$ cat config.mk
export PLATFORM = sky130hd
export DESIGN_NAME = core_top
export DESIGN_NICKNAME = d
export VERILOG_FILES = /design/src/rtl/isa_pkg.sv /design/src/rtl/core_pkg.sv /design/src/rtl/instr_queue.sv /design/src/rtl/issue_ctrl.sv /design/src/rtl/decode_stage.sv /design/src/rtl/alu_stage.sv /design/src/rtl/mul_pipe.sv /design/src/rtl/regfile_wb.sv /design/src/rtl/core_top.sv
export VERILOG_INCLUDE_DIRS = /design/src /design/src/rtl
export SDC_FILE = /design/constraint.sdc
export NUM_CORES = 2
export LEC_CHECK = 0
export BUFFER_PORTS_ARGS = -buffer_cell sky130_fd_sc_hd__clkbuf_2
export CAP_MARGIN = 10
export CORE_MARGIN = 2
export CORE_UTILIZATION = 40
export CTS_CLUSTER_DIAMETER = 100
export DETAILED_ROUTE_END_ITERATION = 7
export GPL_ROUTABILITY_DRIVEN = 0
export HOLD_SLACK_MARGIN = 0.02
export SYNTH_ARGS = -nofsm -noshare
export SYNTH_HDL_FRONTEND = slang
export SYNTH_SLANG_ARGS = --single-unit
$ cat constraint.sdc
create_clock -name clk_i -period 9.1 [get_ports clk_i]
set_clock_uncertainty 0.05 [all_clocks]
set_input_delay 1.365 -clock clk_i [delete_from_list [all_inputs] [get_ports clk_i]]
set_output_delay 1.365 -clock clk_i [all_outputs]
set_load 0.02 [all_outputs]
$ cat src/rtl/core_config.svh
`ifndef CORE_CONFIG_SVH
`define CORE_CONFIG_SVH

// data and address width of the integer datapath
`define CORE_XLEN 32

`define CORE_NREGS 32 // register 0 reads as zero

// queue entries, also the credit count the sender starts with
`define CORE_IQ_DEPTH 4

`endif

$ cat src/rtl/isa_pkg.sv
package isa_pkg;

  typedef logic [31:0] instr_t;
  typedef logic [6:0]  opcode_t;
  typedef logic [2:0]  funct3_t;
  typedef logic [6:0]  funct7_t;

  localparam opcode_t OP_R     = 7'b0110011;
  localparam opcode_t OP_IMM   = 7'b0010011;
  localparam opcode_t OP_AUIPC = 7'b0010111;

  localparam funct3_t F3_ADD  = 3'b000; // also SUB and MUL
  localparam funct3_t F3_SLL  = 3'b001;
  localparam funct3_t F3_SLT  = 3'b010;
  localparam funct3_t F3_SLTU = 3'b011;
  localparam funct3_t F3_XOR  = 3'b100;
  localparam funct3_t F3_SR   = 3'b101; // SRL or SRA, picked by funct7
  localparam funct3_t F3_OR   = 3'b110;
  localparam funct3_t F3_AND  = 3'b111;

  // selects SUB and SRA
  localparam funct7_t F7_ALT = 7'b0100000;
  localparam funct7_t F7_MUL = 7'b0000001;

endpackage : isa_pkg

$ cat src/rtl/core_pkg.sv
`include "core_config.svh"

package core_pkg;

  typedef logic [`CORE_XLEN-1:0] data_t;
  typedef logic [`CORE_XLEN-1:0] addr_t;

  // index into the architectural register file
  typedef logic [$clog2(`CORE_NREGS)-1:0] reg_idx_t;

  typedef logic [4:0] shamt_t;

endpackage : core_pkg

$ cat src/rtl/instr_queue.sv
`include "core_config.svh"

module instr_queue (
  input  logic            clk_i,
  input  logic            rst_n_i,
  input  logic            instr_valid_i,
  input  isa_pkg::instr_t instr_i,
  input  core_pkg::addr_t pc_i,
  input  logic            pop_i,
  output logic            head_valid_o,
  output isa_pkg::instr_t head_instr_o,
  output core_pkg::addr_t head_pc_o,
  output logic            credit_o
);

  localparam int PTR_W = $clog2(`CORE_IQ_DEPTH);
  localparam int CNT_W = $clog2(`CORE_IQ_DEPTH + 1);

  isa_pkg::instr_t  instr_mem [`CORE_IQ_DEPTH];
  core_pkg::addr_t  pc_mem    [`CORE_IQ_DEPTH];
  logic [PTR_W-1:0] wr_ptr_q;
  logic [PTR_W-1:0] rd_ptr_q;
  logic [CNT_W-1:0] count_q;
  logic             do_pop;

  assign head_valid_o = count_q != '0;
  assign do_pop       = pop_i && head_valid_o;
  assign head_instr_o = instr_mem[rd_ptr_q];
  assign head_pc_o    = pc_mem[rd_ptr_q];

  always_ff @(posedge clk_i or negedge rst_n_i) begin
    if (!rst_n_i) begin
      wr_ptr_q <= '0;
      rd_ptr_q <= '0;
      count_q  <= '0;
      credit_o <= 1'b0;
    end else begin
      if (instr_valid_i) // a push always has a free slot behind it
        wr_ptr_q <= (wr_ptr_q == PTR_W'(`CORE_IQ_DEPTH - 1)) ? '0 : wr_ptr_q + 1'b1;
      if (do_pop)
        rd_ptr_q <= (rd_ptr_q == PTR_W'(`CORE_IQ_DEPTH - 1)) ? '0 : rd_ptr_q + 1'b1;
      count_q  <= count_q + CNT_W'(instr_valid_i) - CNT_W'(do_pop);
      credit_o <= do_pop; // one credit back per entry that left
    end
  end

  always_ff @(posedge clk_i) begin
    if (instr_valid_i) begin
      instr_mem[wr_ptr_q] <= instr_i;
      pc_mem[wr_ptr_q]    <= pc_i;
    end
  end

endmodule : instr_queue

$ cat src/rtl/issue_ctrl.sv
module issue_ctrl (
  input  logic               clk_i,
  input  logic               rst_n_i,
  input  logic               head_valid_i,
  input  logic               is_mul_i,
  input  logic               reads_rs1_i,
  input  logic               reads_rs2_i,
  input  core_pkg::reg_idx_t rs1_i,
  input  core_pkg::reg_idx_t rs2_i,
  input  core_pkg::reg_idx_t rd_i,
  output logic               issue_o
);

  // multiply stages whose result cannot be bypassed yet, ex1 to ex4
  localparam int MUL_PEND = 4;

  logic               alu_v_q;
  core_pkg::reg_idx_t alu_rd_q;
  logic [MUL_PEND-1:0] ex_v_q;
  core_pkg::reg_idx_t ex_rd_q [MUL_PEND];

  logic raw_stall;
  logic waw_stall;
  logic slot_stall;

  always_comb begin
    logic rs1_busy;
    logic rs2_busy;
    logic rd_busy;

    rs1_busy = alu_v_q && (alu_rd_q == rs1_i);
    rs2_busy = alu_v_q && (alu_rd_q == rs2_i);
    rd_busy  = alu_v_q && (alu_rd_q == rd_i);
    for (int i = 0; i < MUL_PEND; i++) begin
      rs1_busy = rs1_busy || (ex_v_q[i] && (ex_rd_q[i] == rs1_i));
      rs2_busy = rs2_busy || (ex_v_q[i] && (ex_rd_q[i] == rs2_i));
      rd_busy  = rd_busy  || (ex_v_q[i] && (ex_rd_q[i] == rd_i));
    end

    // register 0 never has a real writer
    raw_stall = (reads_rs1_i && rs1_busy && (rs1_i != '0)) ||
                (reads_rs2_i && rs2_busy && (rs2_i != '0));
    waw_stall = rd_busy && (rd_i != '0);

    // an ALU op issued now reaches writeback on the same edge as the ex4 multiply
    slot_stall = !is_mul_i && ex_v_q[MUL_PEND-1];
  end

  assign issue_o = head_valid_i && !(raw_stall || waw_stall || slot_stall);

  always_ff @(posedge clk_i or negedge rst_n_i) begin
    if (!rst_n_i) begin
      alu_v_q <= 1'b0;
      ex_v_q  <= '0;
    end else begin
      alu_v_q <= issue_o && !is_mul_i;
      ex_v_q  <= {ex_v_q[MUL_PEND-2:0], issue_o && is_mul_i};
    end
  end

  // the rd shadows only count when the matching valid bit is set
  always_ff @(posedge clk_i) begin
    alu_rd_q   <= rd_i;
    ex_rd_q[0] <= rd_i;
    for (int i = 1; i < MUL_PEND; i++) begin
      ex_rd_q[i] <= ex_rd_q[i-1];
    end
  end

endmodule : issue_ctrl

$ cat src/rtl/decode_stage.sv
module decode_stage (
  input  logic               valid_i,
  input  isa_pkg::instr_t    instruction_i,
  input  core_pkg::addr_t    pc_i,
  input  core_pkg::data_t    rs1_data_i,
  input  core_pkg::data_t    rs2_data_i,
  input  logic               ex5_valid_i,
  input  core_pkg::reg_idx_t ex5_wr_reg_i,
  input  core_pkg::data_t    ex5_result_i,
  input  logic               wb_reg_wr_en_i,
  input  core_pkg::reg_idx_t wb_wr_reg_i,
  input  core_pkg::data_t    wb_data_to_reg_i,
  output core_pkg::reg_idx_t rs1_o,
  output core_pkg::reg_idx_t rs2_o,
  output core_pkg::reg_idx_t rd_o,
  output logic               reads_rs1_o,
  output logic               reads_rs2_o,
  output logic               is_mul_o,
  output logic               alu_valid_o,
  output logic               ex_valid_o,
  output core_pkg::shamt_t   shamt_o,
  output core_pkg::data_t    offset_sign_extend_o,
  output core_pkg::addr_t    alu_pc_o,
  output core_pkg::data_t    alu_rs1_data_o,
  output core_pkg::data_t    alu_rs2_data_o,
  output isa_pkg::funct3_t   funct3_o,
  output isa_pkg::funct7_t   funct7_o,
  output isa_pkg::opcode_t   opcode_o
);

  assign opcode_o = instruction_i[6:0];
  assign rd_o     = instruction_i[11:7];
  assign funct3_o = instruction_i[14:12];
  assign rs1_o    = instruction_i[19:15];
  assign rs2_o    = instruction_i[24:20];
  assign funct7_o = instruction_i[31:25];

  assign reads_rs1_o = opcode_o != isa_pkg::OP_AUIPC;
  assign reads_rs2_o = opcode_o == isa_pkg::OP_R; // immediate forms use the offset instead

  assign is_mul_o = (opcode_o == isa_pkg::OP_R) && (funct3_o == isa_pkg::F3_ADD) &&
                    (funct7_o == isa_pkg::F7_MUL);

  assign alu_valid_o = valid_i && !is_mul_o;
  assign ex_valid_o  = valid_i && is_mul_o;
  assign alu_pc_o    = pc_i;

  // only the immediate shifts take their amount from the instruction
  assign shamt_o = (opcode_o == isa_pkg::OP_IMM) ? instruction_i[24:20] : '0;

  always_comb begin
    case (opcode_o)
      isa_pkg::OP_IMM:
        offset_sign_extend_o = core_pkg::data_t'($signed(instruction_i[31:20]));
      isa_pkg::OP_AUIPC:
        offset_sign_extend_o = core_pkg::data_t'($signed({instruction_i[31:12], 12'b0}));
      default:
        offset_sign_extend_o = '0;
    endcase
  end

  // ex5 holds the younger value when both it and writeback match
  always_comb begin
    logic ex5_rs1;
    logic ex5_rs2;
    logic wb_rs1;
    logic wb_rs2;

    ex5_rs1 = reads_rs1_o && ex5_valid_i && (rs1_o == ex5_wr_reg_i) && (rs1_o != '0);
    ex5_rs2 = reads_rs2_o && ex5_valid_i && (rs2_o == ex5_wr_reg_i) && (rs2_o != '0);
    wb_rs1  = reads_rs1_o && wb_reg_wr_en_i && (rs1_o == wb_wr_reg_i) && (rs1_o != '0);
    wb_rs2  = reads_rs2_o && wb_reg_wr_en_i && (rs2_o == wb_wr_reg_i) && (rs2_o != '0);

    if (ex5_rs1) alu_rs1_data_o = ex5_result_i;
    else if (wb_rs1) alu_rs1_data_o = wb_data_to_reg_i;
    else alu_rs1_data_o = rs1_data_i;

    if (ex5_rs2) alu_rs2_data_o = ex5_result_i;
    else if (wb_rs2) alu_rs2_data_o = wb_data_to_reg_i;
    else alu_rs2_data_o = rs2_data_i;
  end

endmodule : decode_stage

$ cat src/rtl/alu_stage.sv
module alu_stage (
  input  logic               clk_i,
  input  logic               rst_n_i,
  input  logic               valid_i,
  input  isa_pkg::opcode_t   opcode_i,
  input  isa_pkg::funct3_t   funct3_i,
  input  isa_pkg::funct7_t   funct7_i,
  input  core_pkg::addr_t    pc_i,
  input  core_pkg::data_t    rs1_data_i,
  input  core_pkg::data_t    rs2_data_i,
  input  core_pkg::data_t    offset_i,
  input  core_pkg::shamt_t   shamt_i,
  input  core_pkg::reg_idx_t rd_i,
  output logic               valid_o,
  output core_pkg::reg_idx_t rd_o,
  output core_pkg::data_t    result_o
);

  isa_pkg::opcode_t opcode_q;
  isa_pkg::funct3_t funct3_q;
  isa_pkg::funct7_t funct7_q;
  core_pkg::addr_t  pc_q;
  core_pkg::data_t  op_a_q;
  core_pkg::data_t  rs2_q;
  core_pkg::data_t  offset_q;
  core_pkg::shamt_t shamt_q;

  always_ff @(posedge clk_i or negedge rst_n_i) begin
    if (!rst_n_i) valid_o <= 1'b0;
    else valid_o <= valid_i;
  end

  always_ff @(posedge clk_i) begin
    opcode_q <= opcode_i;
    funct3_q <= funct3_i;
    funct7_q <= funct7_i;
    pc_q     <= pc_i;
    op_a_q   <= rs1_data_i;
    rs2_q    <= rs2_data_i;
    offset_q <= offset_i;
    shamt_q  <= shamt_i;
    rd_o     <= rd_i;
  end

  always_comb begin
    logic             is_imm;
    core_pkg::data_t  op_b;
    core_pkg::shamt_t sh;

    is_imm = opcode_q == isa_pkg::OP_IMM;
    op_b   = is_imm ? offset_q : rs2_q;
    sh     = is_imm ? shamt_q : rs2_q[4:0];

    if (opcode_q == isa_pkg::OP_AUIPC) begin
      result_o = pc_q + offset_q;
    end else begin
      case (funct3_q)
        isa_pkg::F3_ADD: begin
          // ADDI has immediate bits in the funct7 field, so SUB needs the R form
          if (!is_imm && (funct7_q == isa_pkg::F7_ALT)) result_o = op_a_q - op_b;
          else result_o = op_a_q + op_b;
        end
        isa_pkg::F3_SLL:  result_o = op_a_q << sh;
        isa_pkg::F3_SLT:  result_o = core_pkg::data_t'($signed(op_a_q) < $signed(op_b));
        isa_pkg::F3_SLTU: result_o = core_pkg::data_t'(op_a_q < op_b);
        isa_pkg::F3_XOR:  result_o = op_a_q ^ op_b;
        isa_pkg::F3_SR: begin
          if (funct7_q == isa_pkg::F7_ALT) result_o = $signed(op_a_q) >>> sh;
          else result_o = op_a_q >> sh;
        end
        isa_pkg::F3_OR:   result_o = op_a_q | op_b;
        default:          result_o = op_a_q & op_b;
      endcase
    end
  end

endmodule : alu_stage

$ cat src/rtl/mul_pipe.sv
module mul_pipe (
  input  logic               clk_i,
  input  logic               rst_n_i,
  input  logic               valid_i,
  input  core_pkg::reg_idx_t rd_i,
  input  core_pkg::data_t    rs1_data_i,
  input  core_pkg::data_t    rs2_data_i,
  output logic               ex5_valid_o,
  output core_pkg::reg_idx_t ex5_rd_o,
  output core_pkg::data_t    ex5_result_o
);

  localparam int STAGES = 5;

  logic [STAGES-1:0]  vld_q; // bit 0 is ex1
  core_pkg::reg_idx_t rd_q [STAGES];
  core_pkg::data_t    op_a_q;
  core_pkg::data_t    op_b_q;

  // product registers for ex2 to ex5
  core_pkg::data_t    prod_q [STAGES-1];

  always_ff @(posedge clk_i or negedge rst_n_i) begin
    if (!rst_n_i) vld_q <= '0;
    else vld_q <= {vld_q[STAGES-2:0], valid_i};
  end

  always_ff @(posedge clk_i) begin
    op_a_q    <= rs1_data_i;
    op_b_q    <= rs2_data_i;
    rd_q[0]   <= rd_i;
    prod_q[0] <= op_a_q * op_b_q; // low half only
    for (int i = 1; i < STAGES; i++) begin
      rd_q[i] <= rd_q[i-1];
    end
    for (int i = 1; i < STAGES - 1; i++) begin
      prod_q[i] <= prod_q[i-1];
    end
  end

  assign ex5_valid_o  = vld_q[STAGES-1];
  assign ex5_rd_o     = rd_q[STAGES-1];
  assign ex5_result_o = prod_q[STAGES-2];

endmodule : mul_pipe

$ cat src/rtl/regfile_wb.sv
`include "core_config.svh"

module regfile_wb (
  input  logic               clk_i,
  input  logic               rst_n_i,
  input  core_pkg::reg_idx_t rs1_i,
  input  core_pkg::reg_idx_t rs2_i,
  input  logic               alu_valid_i,
  input  core_pkg::reg_idx_t alu_rd_i,
  input  core_pkg::data_t    alu_result_i,
  input  logic               ex5_valid_i,
  input  core_pkg::reg_idx_t ex5_rd_i,
  input  core_pkg::data_t    ex5_result_i,
  output core_pkg::data_t    rs1_data_o,
  output core_pkg::data_t    rs2_data_o,
  output logic               wb_valid_o,
  output core_pkg::reg_idx_t wb_rd_o,
  output core_pkg::data_t    wb_data_o
);

  core_pkg::data_t rf_q [`CORE_NREGS];

  always_ff @(posedge clk_i or negedge rst_n_i) begin
    if (!rst_n_i) wb_valid_o <= 1'b0;
    else wb_valid_o <= alu_valid_i || ex5_valid_i;
  end

  // issue control keeps both lanes from arriving together, ex5 wins regardless
  always_ff @(posedge clk_i) begin
    wb_rd_o   <= ex5_valid_i ? ex5_rd_i : alu_rd_i;
    wb_data_o <= ex5_valid_i ? ex5_result_i : alu_result_i;
    if (wb_valid_o && (wb_rd_o != '0))
      rf_q[wb_rd_o] <= wb_data_o;
  end

  assign rs1_data_o = (rs1_i == '0) ? '0 : rf_q[rs1_i]; // entry 0 is never written
  assign rs2_data_o = (rs2_i == '0) ? '0 : rf_q[rs2_i];

endmodule : regfile_wb

$ cat src/rtl/core_top.sv
module core_top (
  input  logic               clk_i,
  input  logic               rst_n_i,
  input  logic               instr_valid_i,
  input  isa_pkg::instr_t    instr_i,
  input  core_pkg::addr_t    pc_i,
  output logic               credit_o,
  output logic               retire_valid_o,
  output core_pkg::reg_idx_t retire_rd_o,
  output core_pkg::data_t    retire_data_o
);

  logic               head_valid;
  isa_pkg::instr_t    head_instr;
  core_pkg::addr_t    head_pc;
  logic               issue;
  logic               is_mul;
  logic               reads_rs1;
  logic               reads_rs2;
  core_pkg::reg_idx_t rs1;
  core_pkg::reg_idx_t rs2;
  core_pkg::reg_idx_t rd;
  core_pkg::data_t    rs1_data;
  core_pkg::data_t    rs2_data;
  logic               alu_valid;
  logic               ex_valid;
  core_pkg::shamt_t   shamt;
  core_pkg::data_t    offset;
  core_pkg::addr_t    alu_pc;
  core_pkg::data_t    op_a;
  core_pkg::data_t    op_b;
  isa_pkg::funct3_t   funct3;
  isa_pkg::funct7_t   funct7;
  isa_pkg::opcode_t   opcode;
  logic               alu_out_valid;
  core_pkg::reg_idx_t alu_out_rd;
  core_pkg::data_t    alu_result;
  logic               ex5_valid;
  core_pkg::reg_idx_t ex5_rd;
  core_pkg::data_t    ex5_result;

  instr_queue i_instr_queue (
    .clk_i, .rst_n_i, .instr_valid_i, .instr_i, .pc_i, .pop_i(issue),
    .head_valid_o(head_valid), .head_instr_o(head_instr), .head_pc_o(head_pc), .credit_o
  );

  issue_ctrl i_issue_ctrl (
    .clk_i, .rst_n_i, .head_valid_i(head_valid), .is_mul_i(is_mul),
    .reads_rs1_i(reads_rs1), .reads_rs2_i(reads_rs2),
    .rs1_i(rs1), .rs2_i(rs2), .rd_i(rd), .issue_o(issue)
  );

  // writeback feeds the bypass and the retire port alike
  decode_stage i_decode_stage (
    .valid_i(issue), .instruction_i(head_instr), .pc_i(head_pc),
    .rs1_data_i(rs1_data), .rs2_data_i(rs2_data),
    .ex5_valid_i(ex5_valid), .ex5_wr_reg_i(ex5_rd), .ex5_result_i(ex5_result),
    .wb_reg_wr_en_i(retire_valid_o), .wb_wr_reg_i(retire_rd_o),
    .wb_data_to_reg_i(retire_data_o),
    .rs1_o(rs1), .rs2_o(rs2), .rd_o(rd),
    .reads_rs1_o(reads_rs1), .reads_rs2_o(reads_rs2), .is_mul_o(is_mul),
    .alu_valid_o(alu_valid), .ex_valid_o(ex_valid),
    .shamt_o(shamt), .offset_sign_extend_o(offset), .alu_pc_o(alu_pc),
    .alu_rs1_data_o(op_a), .alu_rs2_data_o(op_b),
    .funct3_o(funct3), .funct7_o(funct7), .opcode_o(opcode)
  );

  alu_stage i_alu_stage (
    .clk_i, .rst_n_i, .valid_i(alu_valid), .opcode_i(opcode), .funct3_i(funct3),
    .funct7_i(funct7), .pc_i(alu_pc), .rs1_data_i(op_a), .rs2_data_i(op_b),
    .offset_i(offset), .shamt_i(shamt), .rd_i(rd),
    .valid_o(alu_out_valid), .rd_o(alu_out_rd), .result_o(alu_result)
  );

  mul_pipe i_mul_pipe (
    .clk_i, .rst_n_i, .valid_i(ex_valid), .rd_i(rd), .rs1_data_i(op_a), .rs2_data_i(op_b),
    .ex5_valid_o(ex5_valid), .ex5_rd_o(ex5_rd), .ex5_result_o(ex5_result)
  );

  regfile_wb i_regfile_wb (
    .clk_i, .rst_n_i, .rs1_i(rs1), .rs2_i(rs2),
    .alu_valid_i(alu_out_valid), .alu_rd_i(alu_out_rd), .alu_result_i(alu_result),
    .ex5_valid_i(ex5_valid), .ex5_rd_i(ex5_rd), .ex5_result_i(ex5_result),
    .rs1_data_o(rs1_data), .rs2_data_o(rs2_data),
    .wb_valid_o(retire_valid_o), .wb_rd_o(retire_rd_o), .wb_data_o(retire_data_o)
  );

endmodule : core_top

==> impl_metrics.csv <==
group,metric,value,unit
outcome,status,"finished with violations",
outcome,violations,"DRC",
cts,cts_tree,"built",
sta,tns,0,ps
floorplanning,rows,177,
hold_path,min_path_type,"reg2reg",
layout,nets,7559,
floorplanning,die_x,487.2,um
layout,drive_gt1_frac,0.1990,
floorplanning,die_area,237400,um2
critical_path,cp.depth,24,
grt,grt-ovfl-total,0,
logic_synthesis,avgSynthCellArea,13.79,um2
cts,cts_root_buf,"clkbuf_16",
layout,post-route-util,0.4453,
cts,post-cts-setup-buffer-count,0,
grt,grt_pass1_wl,440.2,mm
grt,grt_usage,0.2569,
logic_synthesis,synth_compound_area_frac,0.06191,
critical_path,cp_slowest_cell,"dfxtp_1",
critical_path,worstSetupStartpointType,"register",
critical_path,rr_worst_depth,24,
logic_synthesis,yosys.area_share.simple,0.07429,
logic_synthesis,synth_xor_area_frac,0.02072,
critical_path,r2r-end,"i_mul_pipe.prod_q[0][31]",
floorplanning,die_h,487.2,um
hold_path,holdPathStages,0,
critical_path,crit_path_end_kind,"register",
grt,antenna_found_initial,21,
route,drtPass1Iterations,8,
flow_run,max-cap-violations,0,
sta,tightest_slew,1441,ps
route,ant_nets,0,
sta,slew-limit-headroom,0.03500,
sta,setup_violations,0,
floorplanning,coreArea,232300,um2
layout,area_growth,10.75,%
logic_synthesis,syn_inst,6776,
logic_synthesis,ys.flop_type,"edfxtp_1",
layout,final_cell_mix,"edfxtp_1 (1280), mux4_2 (703), nand2_1 (671)",
logic_synthesis,synth_edf_count,1280,
critical_path,cp_common_cell,"fa_1",
logic_synthesis,synth_top_family_by_area,"multiplexers",
sta,fin_crit_sh,0.8856,
sta,whs,257.6,ps
logic_synthesis,synthMuxAreaShare,0.1881,
critical_path,path_cells,"and2_1 -> fa_1 -> fa_1 -> fa_1 -> inv_1 -> fa_1 -> inv_1 -> fa_1 -> inv_1 -> fa_1 -> inv_1 -> fa_1 -> fa_1 -> ha_1 -> a21o_1 -> a21o_1 -> a2111oi_0 -> o21ai_0 -> a21oi_1 -> a21oi_1 -> nand4_1 -> nand4b_1 -> a21oi_1 -> xnor2_1",
sta,hold_viol_final,0,
critical_path,path_max_fanout,28,
logic_synthesis,synth_top_area_share,0.4115,
critical_path,r2r_start,"i_mul_pipe.op_b_q[5]",
cts,hold_buffers,0,
grt,grt_max_degree,118,
route,num_vias,61352,
cts,cts.sinks,1635,
critical_path,critPathRequiredTime,9710,ps
critical_path,crit_end,"i_mul_pipe.prod_q[0][31]",
floorplanning,initial_core_util,0.4021,
place,hpwl,203.0,mm
cts,htree_levels,4,
logic_synthesis,synth_top_cell_by_area,"edfxtp_1",
layout,final_common_cell,"edfxtp_1",
logic_synthesis,seq_area_frac_synth,0.4884,
place,dpl_cell_area,97670,um2
sta,max_freq,124.1,MHz
route,vias_per_cell,6.126,
cts,worst_skew_pair.late_latency,840,ps
logic_synthesis,yosys.area_share.adder,0.1227,
layout,design_area,103500,um2
grt,grt_pass1_vias,61303,
logic_synthesis,async_flop_share,0.009174,
sta,min_period,8059,ps
logic_synthesis,synth_area,93410,um2
cts,ctsResizeCount,0,
place,port-buffer-count,105,
route,drt_iter0_markers,8482,
critical_path,rrSetupSlack,1040,ps
cts,path_clk_slew,60,ps
logic_synthesis,yosys_warnings,0,
cts,clockBufferDepth,3,
route,drcViolationCount,121,
logic_synthesis,ys_ff_latch,1635,
critical_path,critPathMaxStageDelay,1040,ps
sta,maxSlewViolCount,0,
route,wire_per_inst,30.68,um
critical_path,crit_family,"adder cells",
floorplanning,ioPinCount,106,
critical_path,criticalPathCategory,"reg2reg",
critical_path,cp-startpoint,"i_mul_pipe.op_b_q[5]",
critical_path,cp_num_buf_inv,4,
logic_synthesis,ys_top_cells_by_area,"edfxtp_1 (41%), mux4_2 (17%), fa_1 (8.8%), dfxtp_1 (7.3%), ha_1 (3.4%)",
cts,cts_inserted_buffers,170,
route,wirelength,307.3,mm
critical_path,worst_ep_arrival_time,8670,ps
logic_synthesis,synthDistinctLibCells,95,
layout,fillers,20600,
sta,rsz0062_at_grt,"false",
## Yosys cell counts, types with 20 or more instances
cell      instances
mux4_2          710
o211ai_1         55
a31oi_1          30
nor4_1           31
mux2_2           51
nor2_1          232
xor2_1           71
inv_1           541
clkbuf_1        271
ha_1            257
nand2_1         671
fa_1            412
nor3_1           55
nand3_1          74
and3_1           23
a21oi_1         294
edfxtp_1       1280
buf_1            32
dfxtp_1         340
a21o_1           43
nand4_1          20
and2_1          269
o21ai_1          43
nor2b_1          22
mux2i_1          97
o21ai_0         164
a211oi_1         48
buf_2           107
buf_4            31
xnor2_1         150
## worst min path at each step
stage                                   startpoint                  endpoint
after floorplan            i_mul_pipe.prod_q[0][0]   i_mul_pipe.prod_q[1][0]
after global placement    i_mul_pipe.prod_q[2][13]  i_mul_pipe.prod_q[3][13]
after detailed placement  i_mul_pipe.prod_q[1][20]  i_mul_pipe.prod_q[2][20]
after CTS                  i_mul_pipe.prod_q[1][8]   i_mul_pipe.prod_q[2][8]
after global routing       i_mul_pipe.prod_q[1][8]   i_mul_pipe.prod_q[2][8]
final                      i_mul_pipe.prod_q[1][8]   i_mul_pipe.prod_q[2][8]
## flip-flops by register name, summed over array words and instances, names as in the netlist, 5 cells and up
register and cells:
i_mul_pipe.rd_q 9, i_alu_stage.pc_q 32, i_regfile_wb.wb_rd_o 5, i_mul_pipe.op_a_q 32, i_issue_ctrl.ex_rd_q 16, i_regfile_wb.rf_q 1024
i_mul_pipe.op_b_q 32, i_alu_stage.funct7_q 7, i_instr_queue.pc_mem 128, i_instr_queue.instr_mem 128, i_mul_pipe.vld_q 5, i_mul_pipe.prod_q 128
i_alu_stage.offset_q 32, i_alu_stage.opcode_q 7, i_regfile_wb.wb_data_o 32, i_alu_stage.shamt_q 5
## layout make-up
| cell class | instances | area, um2 | share of cell area |
|---|---|---|---|
| antenna | 6 | 15.01 | 0.0001451 |
| clock buffer | 228 | 4727 | 0.04569 |
| clock inverter | 87 | 972.2 | 0.009397 |
| inverter | 543 | 2038 | 0.01970 |
| multi-input combinational | 4175 | 44180 | 0.4270 |
| sequential | 1635 | 45630 | 0.4410 |
| tap | 3043 | 3807 | 0.03680 |
| timing repair buffer | 298 | 2090 | 0.02020 |
## worst reg2reg max path, cell delays in order, from the launching register on
cell	delay, ps
dfxtp_1	1040
and2_1	290
fa_1	430
fa_1	500
fa_1	520
inv_1	50
fa_1	480
inv_1	50
fa_1	500
inv_1	60
fa_1	530
inv_1	50
fa_1	490
fa_1	420
ha_1	360
a21o_1	200
a21o_1	180
a2111oi_0	360
o21ai_0	260
a21oi_1	360
a21oi_1	220
nand4_1	150
nand4b_1	110
a21oi_1	180
xnor2_1	80
## routing by layer
| layer | up-vias | global-route usage | part of all wire |
|---|---|---|---|
| li1 | 25165 | - | - |
| met1 | 31796 | 0.3436 | 0.39 |
| met3 | 832 | 0.06882 | 0.11 |
| met5 | - | 0 | 0.00025 |
| met2 | 3547 | 0.3912 | 0.45 |
| met4 | 12 | 0.1176 | 0.055 |
## metrics by stage
step / setup WS, ps / instances
floorplan: 2032 / 6807
CTS: 931.6 / 10005
detailed placement: 935.9 / 9690
finish: 1041 / 10015
global route: 652.4 / 10009
global placement: 1026 / 9689
## cell families after synthesis
group	after synthesis
xor gates and xnor gates	221
AOI/OAI and AO/OA	912
other	1
and+or+nand+nor	1480
buffers and inverters	997
DFF	1635
muxes	861
adders and majority gates	669
Power is not shown: default switching activity piles up to over one toggle a cycle in this logic, so the estimate is an artifact.
